--- config.mk ---
export PLATFORM = sky130hd
export DESIGN_NAME = rename_top
export DESIGN_NICKNAME = d
export VERILOG_FILES = /design/src/rename_pkg.sv /design/src/free_list.sv /design/src/rename_map.sv /design/src/rob_entry.sv /design/src/rob_control.sv /design/src/rename_top.sv
export SDC_FILE = /design/constraint.sdc
export NUM_CORES = 1
export LEC_CHECK = 0
export BUFFER_PORTS_ARGS = -buffer_cell sky130_fd_sc_hd__clkbuf_2
export CELL_PAD_IN_SITES_DETAIL_PLACEMENT = 2
export CELL_PAD_IN_SITES_GLOBAL_PLACEMENT = 2
export CORE_ASPECT_RATIO = 1.25
export CORE_MARGIN = 2
export CORE_UTILIZATION = 48
export CTS_CLUSTER_DIAMETER = 200
export DETAILED_ROUTE_END_ITERATION = 7
export PLACE_DENSITY = 0.81
export SETUP_SLACK_MARGIN = 0.4
export SYNTH_ARGS = -nofsm -noshare
export SYNTH_HDL_FRONTEND = slang
export SYNTH_HIERARCHICAL = 1
export SYNTH_SLANG_ARGS = --single-unit
--- constraint.sdc ---
create_clock -name clk -period 8.9 [get_ports clk]
set_input_delay 1.78 -clock clk [delete_from_list [all_inputs] [get_ports clk]]
set_output_delay 1.78 -clock clk [all_outputs]
set_load 0.05 [all_outputs]
--- src/rename_pkg.sv ---
/* register rename shared definitions */

package rename_pkg;

    // architectural register file
    localparam int AREG_COUNT = 32;  // r0..r31, r0 is an ordinary register here
    localparam int AREG_W     = 5;   // index width for AREG_COUNT

    // rob slot lifecycle
    // EMPTY -> BUSY on allocation at rename
    // BUSY  -> DONE on a completion strobe from an execution unit
    // DONE  -> EMPTY when the slot reaches the head and retires
    typedef enum logic [1:0] {
        ENTRY_EMPTY = 2'd0,  // free slot
        ENTRY_BUSY  = 2'd1,  // renamed, waiting on completion
        ENTRY_DONE  = 2'd2   // completed, waiting for in-order retire
    } entry_state_t;

endpackage

--- src/free_list.sv ---
/* physical register free list */

`timescale 1ns/1ps

module free_list #(
    parameter int PREG_COUNT = 48
) (
    input  logic                          clk,
    input  logic                          rstn,
    input  logic                          pop,        // rename takes free_head
    input  logic                          push,       // retire returns a register
    input  logic [$clog2(PREG_COUNT)-1:0] push_preg,
    output logic [$clog2(PREG_COUNT)-1:0] free_head,
    output logic                          free_empty
);

    localparam int PREG_W     = $clog2(PREG_COUNT);
    localparam int FREE_DEPTH = PREG_COUNT - rename_pkg::AREG_COUNT;  // unmapped regs at reset
    localparam int FREE_W     = (FREE_DEPTH > 1) ? $clog2(FREE_DEPTH) : 1;
    localparam int CNT_W      = $clog2(FREE_DEPTH + 1);

    logic [PREG_W-1:0] mem [FREE_DEPTH];
    logic [FREE_W-1:0] head;   // oldest free register
    logic [FREE_W-1:0] tail;   // next write slot
    logic [CNT_W-1:0]  count;

    // pointers wrap by hand, the depth need not be a power of two
    function automatic logic [FREE_W-1:0] ptr_next(input logic [FREE_W-1:0] ptr);
        logic [FREE_W-1:0] nxt;
        if (ptr == FREE_W'(FREE_DEPTH - 1)) begin
            nxt = '0;
        end else begin
            nxt = ptr + 1'b1;
        end
        return nxt;
    endfunction

    assign free_head  = mem[head];
    assign free_empty = (count == '0);

    always_ff @(posedge clk) begin
        if (!rstn) begin
            // upper registers start free, ascending
            for (int i = 0; i < FREE_DEPTH; i++) begin
                mem[i] <= PREG_W'(rename_pkg::AREG_COUNT + i);
            end
            head  <= '0;
            tail  <= '0;        // full buffer, tail wrapped onto head
            count <= CNT_W'(FREE_DEPTH);
        end else begin
            if (push) begin
                mem[tail] <= push_preg;
                tail      <= ptr_next(tail);
            end
            if (pop) begin
                head <= ptr_next(head);
            end
            case ({push, pop})
                2'b10:   count <= count + 1'b1;
                2'b01:   count <= count - 1'b1;
                default: count <= count;   // both or neither
            endcase
        end
    end

endmodule

--- src/rename_map.sv ---
/* rename map and dispatch */

`timescale 1ns/1ps

module rename_map #(
    parameter int PREG_COUNT = 48,
    parameter int ROB_DEPTH  = 16
) (
    input  logic                              clk,
    input  logic                              rstn,
    // dispatch side
    input  logic                              disp_valid,
    input  logic [rename_pkg::AREG_W-1:0]     disp_sr1,
    input  logic [rename_pkg::AREG_W-1:0]     disp_sr2,
    input  logic [rename_pkg::AREG_W-1:0]     disp_dr,
    input  logic                              disp_imm,
    // free list
    input  logic [$clog2(PREG_COUNT)-1:0]     free_head,
    input  logic                              free_empty,
    output logic                              pop,
    // rob
    input  logic                              rob_full,
    output logic                              alloc,
    output logic [$clog2(ROB_DEPTH)-1:0]      alloc_rob,
    output logic [rename_pkg::AREG_W-1:0]     alloc_areg,
    output logic [$clog2(PREG_COUNT)-1:0]     alloc_preg,
    output logic [$clog2(PREG_COUNT)-1:0]     alloc_old,
    // producer feedback and rename result
    output logic                              stall,
    output logic                              ren_valid,
    output logic [$clog2(PREG_COUNT)-1:0]     ren_sr1_p,
    output logic [$clog2(PREG_COUNT)-1:0]     ren_sr2_p,
    output logic [$clog2(PREG_COUNT)-1:0]     ren_dr_p,
    output logic [$clog2(PREG_COUNT)-1:0]     ren_old_p,
    output logic [$clog2(ROB_DEPTH)-1:0]      ren_rob
);

    localparam int PREG_W = $clog2(PREG_COUNT);
    localparam int ROB_W  = $clog2(ROB_DEPTH);

    logic [PREG_W-1:0] alias_tbl [rename_pkg::AREG_COUNT];  // areg -> current preg
    logic [ROB_W-1:0]  tail;                                // next rob slot to hand out
    logic              accept;
    logic [PREG_W-1:0] sr1_p;
    logic [PREG_W-1:0] sr2_p;

    // no free register or no rob slot means the strobe is dropped
    assign stall  = free_empty | rob_full;
    assign accept = disp_valid & ~stall;

    // lookups read the table before this cycle's write,
    // so a source equal to the destination sees the old mapping
    assign sr1_p = alias_tbl[disp_sr1];
    assign sr2_p = disp_imm ? '0 : alias_tbl[disp_sr2];  // immediate has no second source

    // allocation request, same edge as the table write
    assign pop        = accept;
    assign alloc      = accept;
    assign alloc_rob  = tail;
    assign alloc_areg = disp_dr;
    assign alloc_preg = free_head;
    assign alloc_old  = alias_tbl[disp_dr];  // displaced mapping freed at retire

    always_ff @(posedge clk) begin
        if (!rstn) begin
            for (int i = 0; i < rename_pkg::AREG_COUNT; i++) begin
                alias_tbl[i] <= PREG_W'(i);  // identity map
            end
            tail <= '0;
        end else if (accept) begin
            alias_tbl[disp_dr] <= free_head;
            tail               <= tail + 1'b1;  // power-of-two depth wraps on its own
        end
    end

    // result strobe
    always_ff @(posedge clk) begin
        if (!rstn) begin
            ren_valid <= 1'b0;
        end else begin
            ren_valid <= accept;  // one cycle per accepted dispatch
        end
    end

    // result fields, only meaningful with ren_valid
    always_ff @(posedge clk) begin
        if (accept) begin
            ren_sr1_p <= sr1_p;
            ren_sr2_p <= sr2_p;
            ren_dr_p  <= free_head;
            ren_old_p <= alias_tbl[disp_dr];
            ren_rob   <= tail;
        end
    end

endmodule

--- src/rob_entry.sv ---
/* reorder buffer slot */

`timescale 1ns/1ps

module rob_entry #(
    parameter int ENTRY_ID   = 0,
    parameter int PREG_COUNT = 48,
    parameter int ROB_DEPTH  = 16
) (
    input  logic                              clk,
    input  logic                              rstn,
    input  logic                              alloc,
    input  logic [$clog2(ROB_DEPTH)-1:0]      alloc_rob,
    input  logic [rename_pkg::AREG_W-1:0]     alloc_areg,
    input  logic [$clog2(PREG_COUNT)-1:0]     alloc_preg,
    input  logic [$clog2(PREG_COUNT)-1:0]     alloc_old,
    input  logic                              cmpl_valid,
    input  logic [$clog2(ROB_DEPTH)-1:0]      cmpl_rob,
    input  logic                              retire,
    input  logic [$clog2(ROB_DEPTH)-1:0]      retire_rob,
    output rename_pkg::entry_state_t          state,
    output logic [rename_pkg::AREG_W-1:0]     areg,
    output logic [$clog2(PREG_COUNT)-1:0]     preg,
    output logic [$clog2(PREG_COUNT)-1:0]     old_preg
);

    localparam int ROB_W = $clog2(ROB_DEPTH);
    localparam logic [ROB_W-1:0] MY_ID = ROB_W'(ENTRY_ID);

    logic hit_alloc;
    logic hit_cmpl;
    logic hit_retire;

    assign hit_alloc  = alloc & (alloc_rob == MY_ID);
    assign hit_cmpl   = cmpl_valid & (cmpl_rob == MY_ID);
    assign hit_retire = retire & (retire_rob == MY_ID);

    always_ff @(posedge clk) begin
        if (!rstn) begin
            state <= rename_pkg::ENTRY_EMPTY;
        end else begin
            case (state)
                rename_pkg::ENTRY_EMPTY: if (hit_alloc)  state <= rename_pkg::ENTRY_BUSY;
                rename_pkg::ENTRY_BUSY:  if (hit_cmpl)   state <= rename_pkg::ENTRY_DONE;
                rename_pkg::ENTRY_DONE:  if (hit_retire) state <= rename_pkg::ENTRY_EMPTY;
                default:                 state <= rename_pkg::ENTRY_EMPTY;
            endcase
        end
    end

    // captured once per allocation, held until the slot is reused
    always_ff @(posedge clk) begin
        if (hit_alloc && state == rename_pkg::ENTRY_EMPTY) begin
            areg     <= alloc_areg;
            preg     <= alloc_preg;
            old_preg <= alloc_old;
        end
    end

endmodule

--- src/rob_control.sv ---
/* rob head and in-order retire */

`timescale 1ns/1ps

module rob_control #(
    parameter int PREG_COUNT = 48,
    parameter int ROB_DEPTH  = 16
) (
    input  logic                              clk,
    input  logic                              rstn,
    input  logic                              alloc,
    input  rename_pkg::entry_state_t          entry_state [ROB_DEPTH],
    input  logic [rename_pkg::AREG_W-1:0]     entry_areg  [ROB_DEPTH],
    input  logic [$clog2(PREG_COUNT)-1:0]     entry_preg  [ROB_DEPTH],
    input  logic [$clog2(PREG_COUNT)-1:0]     entry_old   [ROB_DEPTH],
    output logic                              rob_full,
    output logic                              retire,
    output logic [$clog2(ROB_DEPTH)-1:0]      retire_rob,
    output logic                              push,
    output logic [$clog2(PREG_COUNT)-1:0]     push_preg,
    output logic                              ret_valid,
    output logic [rename_pkg::AREG_W-1:0]     ret_areg,
    output logic [$clog2(PREG_COUNT)-1:0]     ret_preg,
    output logic [$clog2(ROB_DEPTH)-1:0]      ret_rob
);

    localparam int ROB_W = $clog2(ROB_DEPTH);

    logic [ROB_W-1:0] head;   // oldest instruction in flight
    logic [ROB_W:0]   count;  // one extra bit to hold ROB_DEPTH

    assign rob_full = (count == (ROB_W+1)'(ROB_DEPTH));

    // head done -> retire it this cycle, one per cycle at most
    assign retire     = (entry_state[head] == rename_pkg::ENTRY_DONE);
    assign retire_rob = head;
    assign push       = retire;
    assign push_preg  = entry_old[head];  // displaced mapping goes back to the pool

    always_ff @(posedge clk) begin
        if (!rstn) begin
            head  <= '0;
            count <= '0;
        end else begin
            if (retire) begin
                head <= head + 1'b1;
            end
            case ({alloc, retire})
                2'b10:   count <= count + 1'b1;
                2'b01:   count <= count - 1'b1;
                default: count <= count;
            endcase
        end
    end

    always_ff @(posedge clk) begin
        if (!rstn) begin
            ret_valid <= 1'b0;
        end else begin
            ret_valid <= retire;
        end
    end

    // retire report, valid with ret_valid
    always_ff @(posedge clk) begin
        if (retire) begin
            ret_areg <= entry_areg[head];
            ret_preg <= entry_preg[head];
            ret_rob  <= head;
        end
    end

endmodule

--- src/rename_top.sv ---
/* rename and retire top */

`timescale 1ns/1ps

module rename_top #(
    parameter int PREG_COUNT = 48,  // must exceed AREG_COUNT
    parameter int ROB_DEPTH  = 16   // power of two
) (
    input  logic                              clk,
    input  logic                              rstn,
    input  logic                              disp_valid,
    input  logic [rename_pkg::AREG_W-1:0]     disp_sr1,
    input  logic [rename_pkg::AREG_W-1:0]     disp_sr2,
    input  logic [rename_pkg::AREG_W-1:0]     disp_dr,
    input  logic                              disp_imm,
    input  logic                              cmpl_valid,
    input  logic [$clog2(ROB_DEPTH)-1:0]      cmpl_rob,
    output logic                              stall,
    output logic                              ren_valid,
    output logic [$clog2(PREG_COUNT)-1:0]     ren_sr1_p,
    output logic [$clog2(PREG_COUNT)-1:0]     ren_sr2_p,
    output logic [$clog2(PREG_COUNT)-1:0]     ren_dr_p,
    output logic [$clog2(PREG_COUNT)-1:0]     ren_old_p,
    output logic [$clog2(ROB_DEPTH)-1:0]      ren_rob,
    output logic                              ret_valid,
    output logic [rename_pkg::AREG_W-1:0]     ret_areg,
    output logic [$clog2(PREG_COUNT)-1:0]     ret_preg,
    output logic [$clog2(ROB_DEPTH)-1:0]      ret_rob
);

    localparam int PREG_W = $clog2(PREG_COUNT);
    localparam int ROB_W  = $clog2(ROB_DEPTH);

    // free list <-> map / retire
    logic [PREG_W-1:0] free_head;
    logic              free_empty;
    logic              pop;
    logic              push;
    logic [PREG_W-1:0] push_preg;

    // map -> rob
    logic                          alloc;
    logic [ROB_W-1:0]              alloc_rob;
    logic [rename_pkg::AREG_W-1:0] alloc_areg;
    logic [PREG_W-1:0]             alloc_preg;
    logic [PREG_W-1:0]             alloc_old;
    logic                          rob_full;

    // rob control <-> entries
    logic                          retire;
    logic [ROB_W-1:0]              retire_rob;
    rename_pkg::entry_state_t      entry_state [ROB_DEPTH];
    logic [rename_pkg::AREG_W-1:0] entry_areg  [ROB_DEPTH];
    logic [PREG_W-1:0]             entry_preg  [ROB_DEPTH];
    logic [PREG_W-1:0]             entry_old   [ROB_DEPTH];

    free_list #(
        .PREG_COUNT (PREG_COUNT)
    ) free_list_i (
        .clk        (clk),
        .rstn       (rstn),
        .pop        (pop),
        .push       (push),
        .push_preg  (push_preg),
        .free_head  (free_head),
        .free_empty (free_empty)
    );

    rename_map #(
        .PREG_COUNT (PREG_COUNT),
        .ROB_DEPTH  (ROB_DEPTH)
    ) rename_map_i (
        .clk        (clk),
        .rstn       (rstn),
        .disp_valid (disp_valid),
        .disp_sr1   (disp_sr1),
        .disp_sr2   (disp_sr2),
        .disp_dr    (disp_dr),
        .disp_imm   (disp_imm),
        .free_head  (free_head),
        .free_empty (free_empty),
        .pop        (pop),
        .rob_full   (rob_full),
        .alloc      (alloc),
        .alloc_rob  (alloc_rob),
        .alloc_areg (alloc_areg),
        .alloc_preg (alloc_preg),
        .alloc_old  (alloc_old),
        .stall      (stall),
        .ren_valid  (ren_valid),
        .ren_sr1_p  (ren_sr1_p),
        .ren_sr2_p  (ren_sr2_p),
        .ren_dr_p   (ren_dr_p),
        .ren_old_p  (ren_old_p),
        .ren_rob    (ren_rob)
    );

    rob_control #(
        .PREG_COUNT  (PREG_COUNT),
        .ROB_DEPTH   (ROB_DEPTH)
    ) rob_control_i (
        .clk         (clk),
        .rstn        (rstn),
        .alloc       (alloc),
        .entry_state (entry_state),
        .entry_areg  (entry_areg),
        .entry_preg  (entry_preg),
        .entry_old   (entry_old),
        .rob_full    (rob_full),
        .retire      (retire),
        .retire_rob  (retire_rob),
        .push        (push),
        .push_preg   (push_preg),
        .ret_valid   (ret_valid),
        .ret_areg    (ret_areg),
        .ret_preg    (ret_preg),
        .ret_rob     (ret_rob)
    );

    // one slot per rob index, each decodes its own strobes
    for (genvar g = 0; g < ROB_DEPTH; g++) begin : g_rob
        rob_entry #(
            .ENTRY_ID   (g),
            .PREG_COUNT (PREG_COUNT),
            .ROB_DEPTH  (ROB_DEPTH)
        ) rob_entry_i (
            .clk        (clk),
            .rstn       (rstn),
            .alloc      (alloc),
            .alloc_rob  (alloc_rob),
            .alloc_areg (alloc_areg),
            .alloc_preg (alloc_preg),
            .alloc_old  (alloc_old),
            .cmpl_valid (cmpl_valid),
            .cmpl_rob   (cmpl_rob),
            .retire     (retire),
            .retire_rob (retire_rob),
            .state      (entry_state[g]),
            .areg       (entry_areg[g]),
            .preg       (entry_preg[g]),
            .old_preg   (entry_old[g])
        );
    end

endmodule

==> impl.org, run 1 <==
** Run status
- The run finished with clean final reports.

** CTS
- Hold repair after CTS inserted 0 buffers.
- Number of gates resized after CTS :: 0
- Counting along the longest clock path gives a buffer depth of 3.
- Clock root cell :: sky130_fd_sc_hd__clkbuf_16
- For the worst-skew pair, the clock arrives at the later sink with an insertion delay of 0.64 ns.
- Number of CTS-inserted buffers :: 69
- The H-tree was split into 3 levels.
- Total number of clock tree sinks :: 667
- CTS tree :: done
- Post-CTS Setup Bufs :: 0
- After clock tree synthesis, the clock-pin slew on the worst setup and hold paths is 0.06 ns.

** Routing
- DRC violations left :: 0
- WL final :: 112000 µm
- After detailed routing, the average wire length per cell comes to 38.6 µm.
- Number of nets with antenna violations after detailed routing :: 0
- Count of routing violations after the opening detailed-route iteration :: 2286
- In the routed layout, each cell is associated on average with a via count of 7.10.
- The first detailed-routing pass ran for 5 iterations.
- The routed layout has 20600 vias.

** Synthesis
- The cell count after synthesis came out at 1974.
- The synthesized design contains 603 enable-type register cells.
- Yosys attributes the largest share of cell area to sky130_fd_sc_hd__edfxtp_1, sky130_fd_sc_hd__mux4_2, sky130_fd_sc_hd__dfxtp_1.
- Sorting the synthesized cells by how often they occur yields sky130_fd_sc_hd__edfxtp_1, sky130_fd_sc_hd__mux4_2, sky130_fd_sc_hd__and3_1, sky130_fd_sc_hd__clkbuf_1, sky130_fd_sc_hd__nand2_1.
- Top-area cell type share of the netlist area :: 56.5%
- For this run, the register share of the synthesized area comes to 60.5%.
- Yosys instantiated no cell more often than sky130_fd_sc_hd__edfxtp_1.
- Mapped Nets :: 2014
- Synthesis inferred 667 register bits.
- Most frequently used flop master after synthesis :: sky130_fd_sc_hd__edfxtp_1
- The mapped netlist covers 32000 µm².
- Library cell occupying the most area in the post-synthesis netlist :: sky130_fd_sc_hd__edfxtp_1
- Average cell area after synthesis :: 16.2 µm²
- Library cells used by synthesis :: 75
- After synthesis, the share of flip-flops with an asynchronous set or reset is 0%.
- Warnings from Yosys :: 6

** Placed design
- Count of port buffers added during placement :: 69
- After legalization and detailed placement, the total HPWL measured 70000 µm.
- Weighted congestion reported at the end of routability-driven placement :: 0.948
- In this run, placement finished with an instance count of 2777.
- Placed cell area :: 33200 µm²
- At the placement stage, the worst setup path has a slack of 3.68 ns.

** Worst setup path
- For this run, the slowest stage of the critical path takes 0.82 ns.
- Worst Path Class, Setup :: flop to flop
- Critical Path RT :: 9.39 ns
- Endpoint kind of the worst setup timing path :: flop
- The worst setup path is launched from a flop.
- Crit path cell chain :: buf_4 > or3_1 > o221ai_1 > o31ai_4 > buf_4 > inv_1 > ha_1 > xor2_1 > ha_1 > o21ai_0 > nor3b_1 > nor4_1 > nor4b_1
- In this run the worst path has a maximum fanout of 73.
- Cell with the largest stage delay on the worst path :: sky130_fd_sc_hd__buf_4
- CP arrival :: 5.57 ns

** Finish
- Register area :: 19400 µm²
- Excluding fillers, the count of instances in the completed layout stands at 2904.
- Cells fill 53.7% of the core in the end.
- With fillers left out, the area of the finished cells amounts to 35300 µm².
- Of the cells placed in the final design, the portion with a size suffix greater than 1 is 26.3%.
- Area taken by multi-input logic gates :: 11800 µm²
- Fill cell instance count of the final layout :: 5689
- Compared with the post-synthesis result, the final layout area differs by 10.2%.
- Final-stage net count :: 2032

** Floorplanning
- Site Rows :: 105
- During I/O placement, the number of pins put on the boundary was 70.
- Initial core utilization :: 48.7%
- Chip height :: 293 µm
- Total die area :: 68900 µm²
- Die X :: 235 µm
- Core Footprint :: 65800 µm²

** STA
- Final worst slack :: 3.83 ns
- On the final layout, the worst hold slack is 0.490 ns.
- Between clock sinks in the finished design, the worst skew comes to 0.0425 ns.
- Setup repair after global routing left no endpoint under its margin.
- For the pin with the worst max-slew slack, the measured transition is 1.23 ns.
- Max frequency :: 197 MHz
- Fin. Hold Viols :: 0
- Setup violations remaining at the end of the flow were counted as 0.
- Measured against its own limit, the worst slew margin works out to 16.9%.
- Accumulated negative setup slack :: 0 ns
- Number of pins exceeding their max-slew limit in the final report :: 0
- Final worst-path cycle share :: 57.0%
- Period minus WS final :: 5.07 ns

** Pwr
- Power density of the placed cells :: 213 nW/µm²
- VDD sags by at most 0.000185 V.
- Post-route total power :: 7.52 mW
- Reported leakage power :: 11.4 nW

** Global route
- Vias in the first global route :: 21900
- Global routing used 32.7% of the available tracks across all layers.
- Entering global routing, the biggest net connects 74 pins.
- GR Overflow Total :: 0
- The number of antenna violations at the first check in global routing was 5.
- Wire length of the first global-routing pass :: 163000 µm

** Job
- # Max-Cap Violations :: 0

** Min path
- Hold Path Class :: flop to flop
## power by group
group | internal (mW) | switching [mW] | total (mW)
registers | 3.58 | 0.0990 | 3.68
logic | 0.283 | 0.672 | 0.954
clock network | 1.59 | 1.29 | 2.88
## path summary, 6_finish.rpt
kind | depth (start not counted) | to | slack (ns) | start
setup reg to reg | 13 | free_list_i/count[4] | 3.83 | rob_control_i/retire_rob[1]
hold / removal | 2 | rob_control_i/retire_rob[0] | 0.49 | rob_control_i/retire_rob[0]
setup / recovery | 13 | free_list_i/count[4] | 3.83 | rob_control_i/retire_rob[1]
hold reg to reg | 2 | rob_control_i/retire_rob[0] | 0.49 | rob_control_i/retire_rob[0]
## logic make-up (layout without fill, tap and decap cells)
logic type               Yosys count  count (layout)  synth area share (%)
flip-flops                       667             667                  60.5
AND/OR/NAND/NOR                  601             601                  11.6
multiplexers                     297             297                  19.9
buffers and inverters            213             286                  3.10
AO/OA/AOI/OAI                    167             167                  3.86
adder cells (fa/ha/maj)           16              16                 0.648
XOR/XNOR                          13              13                 0.355
other                              0               1                     0
## layer usage
layer | wire, µm | vias up | share of wire, % | GRT usage [%]
met5 | 32 | - | 0.029 | 0
met1 | 41100 | 11000 | 37 | 41.4
li1 | - | 8071 | - | -
met4 | 4580 | 4 | 4.1 | 12.5
met3 | 9340 | 297 | 8.3 | 5.57
met2 | 57000 | 1281 | 51 | 56.5
## cell usage in the layout (no fill, tap or decap), types with 36 or more instances in the layout
cell                        netlist  routed
sky130_fd_sc_hd__clkbuf_2         2      64
sky130_fd_sc_hd__or2_1           36      36
sky130_fd_sc_hd__inv_1           39      39
sky130_fd_sc_hd__nor2_1          36      36
sky130_fd_sc_hd__and3_1         118     118
sky130_fd_sc_hd__or3_1           76      76
sky130_fd_sc_hd__mux4_2         247     247
sky130_fd_sc_hd__a22oi_1         43      43
sky130_fd_sc_hd__edfxtp_1       603     603
sky130_fd_sc_hd__nand2_1         79      76
sky130_fd_sc_hd__clkbuf_16        0      71
sky130_fd_sc_hd__buf_4           15      54
sky130_fd_sc_hd__dfxtp_1         64      60
## sequential cells by signal, summed over array words and instances, names as in the netlist, 6 cells and up, named ones only
register and count:
free_list_i/mem 96, g_rob.rob_entry_i/areg 80, g_rob.rob_entry_i/old_preg 96, g_rob.rob_entry_i/preg 96, g_rob.rob_entry_i/state 32, rename_map_i/alias_tbl 192
rename_map_i/ren_dr_p 6, rename_map_i/ren_old_p 6, rename_map_i/ren_sr1_p 6, rename_map_i/ren_sr2_p 6, rob_control_i/ret_preg 6
## worst max-delay path, delay by kind of cell, from the launching register on
kind / cells / cell delay (ns)
adders and majority gates: 2 / 0.59
AOI/OAI and AO/OA: 3 / 0.65
buffers and inverters: 3 / 1.60
and+or+nand+nor: 4 / 1.21
xor gates and xnor gates: 1 / 0.20
DFF: 1 / 0.58
## area by class of cell
class / instances / share of cell area (%)
clock buffers: 89 / 5.22
well taps: 856 / 3.03
diodes: 1 / 0.00709
clock inverters: 37 / 0.857
flip-flops and latches: 667 / 54.9
multi-input cells: 1094 / 33.4
inverters: 41 / 0.436
repair buffers: 119 / 2.07
Power figures use the tool's default switching activity.
==> inputs of run 2 (changes only) <==
--- a/config.mk
+++ b/config.mk
@@ -5,15 +5,16 @@
 export SDC_FILE = /design/constraint.sdc
 export NUM_CORES = 1
 export LEC_CHECK = 0
+export ABC_AREA = 1
 export BUFFER_PORTS_ARGS = -buffer_cell sky130_fd_sc_hd__clkbuf_2
 export CELL_PAD_IN_SITES_DETAIL_PLACEMENT = 2
 export CELL_PAD_IN_SITES_GLOBAL_PLACEMENT = 2
 export CORE_ASPECT_RATIO = 1.25
 export CORE_MARGIN = 2
-export CORE_UTILIZATION = 48
+export CORE_UTILIZATION = 36
 export CTS_CLUSTER_DIAMETER = 200
 export DETAILED_ROUTE_END_ITERATION = 7
-export PLACE_DENSITY = 0.81
+export PLACE_DENSITY = 0.77
 export SETUP_SLACK_MARGIN = 0.4
 export SYNTH_ARGS = -nofsm -noshare
 export SYNTH_HDL_FRONTEND = slang
==> constraint.sdc (replaced) <==
create_clock -name clk -period 4.5 [get_ports clk]
set_input_delay 0.9 -clock clk [delete_from_list [all_inputs] [get_ports clk]]
set_output_delay 0.9 -clock clk [all_outputs]
set_load 0.05 [all_outputs]
==> run 2 against run 1 <==
  * Setup slack got worse by 2.9 ns
  * Critical path type unchanged
  * Via count rose by 36%
  * Cell count is 72% higher
  * Largest cell class unchanged
  * Sequential share of layout area down 3.0 points
  * Total power is 120% higher
  * Synthesized area increased by 4.5%
  * First-iteration DRC count fell by 6.6%
  * Sequential power grew 100%
  * Non-clock buffer count is 21 higher
  * Critical path depth is 5 lower
  * Clock skew increased by 0.0061 ns
==> impl.org, run 2 <==
** Floorplanning
- The floorplan step defined a die boundary enclosing 95500 µm².
- Initial core utilization :: 36.2%
- In this run the standard cell core region covers 92600 µm².
- Site Rows :: 125
- 70 I/O pins were placed.
- Measured along the y axis, the die boundary spans 345 µm.
- The floorplan step set the die width to 277 µm.

** Worst setup path
- Number of cell instances on the worst register-to-register path :: 8
- The critical path crosses 8 cells after its start point.
- The worst setup path is captured at a flop.
- The critical path starts at rob_control_i/retire_rob[0].
- Data on the critical path is required at its endpoint by 4.95 ns.
- In this run the critical register-to-register path is launched from rob_control_i/retire_rob[0].
- Of all nets on the critical path, the largest fanout is 56.
- Walking the worst path, the cells encountered are inv_4 > buf_4 > o21ai_0 > o211ai_1 > o21ai_0 > o21ai_1 > inv_1 > nand2_1.
- Number of buffer and inverter stages on the critical path :: 3
- On the critical path the largest part of the delay comes from buffers and inverters.
- On the worst path, the slowest cell contributes a delay of 0.57 ns.
- Cell with the largest stage delay on the worst path :: sky130_fd_sc_hd__buf_4
- At the worst endpoint, the arrival time is 3.98 ns.
- Critical path's most frequent cell :: sky130_fd_sc_hd__o21ai_0
- Worst Path Class, Setup :: flop to flop
- Startpoint class of the critical path :: flop

** CTS
- The number of hold buffers added after CTS was 0.
- H-Tree Depth :: 3
- No sink is reached through more buffers than the 3 on the longest clock path.
- For this design, the sink count on the clock tree is 667.
- Clock tree synthesis selected as its root buffer the cell sky130_fd_sc_hd__clkbuf_16.
- Number of CTS-inserted buffers :: 71
- Clock latency of the later-clocked register in the worst-skew pair :: 0.67 ns
- In this run the post-CTS setup repair buffer count came out at 0.
- Once the clock tree was built, the resizer swapped 0 gates to a different size.
- Clock-pin slew was measured on the worst setup and hold paths at 0.07 ns.
- CTS tree :: done

** Synthesis
- Warnings from Yosys :: 6
- The largest total area in the synthesized netlist belongs to sky130_fd_sc_hd__edfxtp_1.
- Counting flops and latches in the post-synthesis netlist gives 667.
- Average cell area after synthesis :: 8.98 µm²
- After Yosys synthesis, and, or, nand and nor cells account for 24.4% of the synthesized area.
- The synthesized netlist devotes 0.183% of its cell area to XOR and XNOR gates.
- In this run, distinct cell masters in the synthesized netlist total 46.
- By count the netlist is led by sky130_fd_sc_hd__nand2_1, sky130_fd_sc_hd__edfxtp_1, sky130_fd_sc_hd__nor2_1, sky130_fd_sc_hd__nand3_1, sky130_fd_sc_hd__inv_1.
- In the synthesized netlist, mux cells make up 0.0299% of the area.
- Largest cells by area after synthesis :: sky130_fd_sc_hd__edfxtp_1, sky130_fd_sc_hd__nand2_1, sky130_fd_sc_hd__nor2_1
- The synthesized netlist devotes 9.85% of its cell area to compound gates.
- Most frequently used flop master after synthesis :: sky130_fd_sc_hd__edfxtp_1
- Mapped Nets :: 3770
- The synthesized design contains 603 enable-type register cells.
- Synthesized cell area :: 33500 µm²
- In the synthesized netlist, the number of instances is 3730.
- Post-synthesis adder-cell area fraction :: 0.620%
- Of the synthesized area, sequential elements account for 57.9%.
- The top cell type by area accounts for 54.0% of the synthesized area.
- Ys async rst share :: 0%
- By area, the combinational part of the netlist is dominated by simple AND/OR/NAND/NOR gates.
- The most common cell in the synthesized netlist is sky130_fd_sc_hd__nand2_1.

** STA
- Setup repair after global routing left no endpoint under its margin.
- Max frequency :: 283 MHz
- For the final database, setup skew stands at 0.0486 ns.
- Number of pins exceeding their max-slew limit in the final report :: 0
- Headroom to the max-slew limit came out at 22.6%.
- Summed over all failing endpoints, the final setup total negative slack is 0 ns.
- Dividing the final minimum period by the clock period gives 78.4%.
- Fin. Hold Viols :: 0
- Setup violations remaining at the end of the flow were counted as 0.
- Setup slack closes at 0.972 ns.
- For the finished layout, the period the worst path requires is 3.53 ns.
- Worst-Margin Slew :: 1.16 ns

** Placed design
- Once placement finished, the instance area stood at 35000 µm².
- Number of instances in the placed design :: 4863
- Before CTS, the worst setup slack after placement is 0.732 ns.
- After legalization and detailed placement, the total HPWL measured 84700 µm.
- At the end of routability-driven placement, the weighted congestion stood at 0.859.
- Count of port buffers added during placement :: 69

** Routing
- DRC violations left :: 0
- Count of routing violations after the opening detailed-route iteration :: 2134
- WL/cell :: 26.3 µm
- Number of nets with antenna violations after detailed routing :: 0
- For this block, the via count after detailed routing is 28100.
- Post-detailed-route via-to-cell ratio :: 5.63
- WL final :: 131000 µm
- First-pass iteration count of the detailed router :: 8

** Finish
- 0 antenna diodes ended up in the layout.
- Most common library cell in the layout ignoring fill and taps :: sky130_fd_sc_hd__nand2_1
- Leaving out filler cells and counting taps, the final layout contains 4991.
- Ranked by flip-flop count, first place goes to rename_map_i/alias_tbl.
- The register with the most flip-flops in the layout has 192 of them.
- Final non-filler cell area :: 37300 µm²
- In the final layout, the share of cells above drive strength 1 is 11.4%.
- Compared with the post-synthesis result, the final layout area differs by 11.4%.
- In the final design database the tool counted 3770 nets.
- Leaving out fill and tap cells, the most frequent cells in the layout are sky130_fd_sc_hd__nand2_1, sky130_fd_sc_hd__edfxtp_1, sky130_fd_sc_hd__nor2_1.
- The layout has 10200 filler cells.

** Global route
- Across every metal layer, demand over resource in global routing totals 27.2%.
- Vias in the first global route :: 30700
- Wire length of the first global-routing pass :: 197000 µm
- Entering global routing, the biggest net connects 127 pins.
- After global routing the overflow that remains totals 0.
- Antenna violations before repair :: 0

** Run status
- Status :: finished clean

** Pwr
- Summing internal, switching and leakage power gives 16.3 mW.
- Worst VDD drop :: 0.000266 V
- Power density of the placed cells :: 436 nW/µm²
- For this design the static power due to leakage is 14.2 nW.

** Min path
- Hold Path Class :: flop to flop
- The worst hold path begins at rob_control_i/count[4].
- The worst hold path was traced through 2 stages.

** Job
- The tool flagged a number of max-cap violations equal to 0.
[run 2: cell types whose count changed in the layout (fill, tap and decap cells not counted), moves of 34 or more]
cell / previous run / this run
sky130_fd_sc_hd__a21oi_1: 12 / 101
sky130_fd_sc_hd__a22oi_1: 43 / 86
sky130_fd_sc_hd__and3_1: 118 / 1
sky130_fd_sc_hd__inv_1: 39 / 264
sky130_fd_sc_hd__inv_2: 2 / 70
sky130_fd_sc_hd__mux4_2: 247 / 0
sky130_fd_sc_hd__nand2_1: 76 / 969
sky130_fd_sc_hd__nand3_1: 19 / 365
sky130_fd_sc_hd__nor2_1: 36 / 491
sky130_fd_sc_hd__nor2_2: 0 / 34
sky130_fd_sc_hd__o211ai_1: 4 / 59
sky130_fd_sc_hd__o21ai_0: 28 / 214
sky130_fd_sc_hd__or2_1: 36 / 0
sky130_fd_sc_hd__or3_1: 76 / 0
[run 2: final timing paths]
| kind | to | slack [ns] |
|---|---|---|
| setup / recovery | free_list_i/mem[14][1] | 0.97 |
| hold reg to reg | rob_control_i/count[4] | 0.54 |
| setup reg to reg | free_list_i/mem[14][1] | 0.97 |
| hold / removal | rob_control_i/count[4] | 0.54 |
[run 2: routing by layer]
metal | part of all wire (%) | track usage, % | up-vias
li1 | - | - | 12500
met3 | 4.1 | 3.04 | 257
met5 | 0 | 0 | -
met1 | 39 | 31.5 | 14600
met4 | 4.0 | 10.9 | 0
met2 | 52 | 50.7 | 754
[run 2: cell families (layout without fill, tap and decap cells)]
family                     after synthesis  after routing
AOI/OAI and AO/OA                      552            552
xor gates and xnor gates                 7              7
adders and majority gates               16             16
buffers and inverters                  556            611
DFF                                    667            667
muxes                                    1              1
and+or+nand+nor                       1931           1931
[run 2: worst min-delay path, cell delays in order, from the launching register on]
cell and delay, ns:
sky130_fd_sc_hd__dfxtp_1 0.34, sky130_fd_sc_hd__nand2_1 0.08, sky130_fd_sc_hd__a21oi_1 0.07
[run 2: cell type report]
class                      count  area [µm²]  area share, %
tap                         1206        1510           4.04
clock inverter                47         542           1.45
clock buffer                  81        1810           4.86
timing repair buffer         140         961           2.57
sequential                   667       19400           52.0
multi-input combinational   2507       11800           31.6
inverter                     343        1300           3.49
[run 2: power breakdown]
group	total, mW	internal (mW)	switching (mW)	leakage [nW]
Sequential	7.35	7.13	0.222	5.92
Clock	6.11	3.37	2.74	1.15
Combinational	2.83	0.601	2.23	7.09
Total	16.3	11.1	5.19	14.2
[run 2: through the flow]
| step | util, % | hold WS (ns) |
|---|---|---|
| after floorplan | - | 0.472 |
| after global placement | 37.8 | 0.502 |
| after detailed placement | 37.8 | 0.531 |
| after CTS | 40.3 | 0.544 |
| after global routing | 40.3 | 0.586 |
| final | 40.3 | 0.537 |
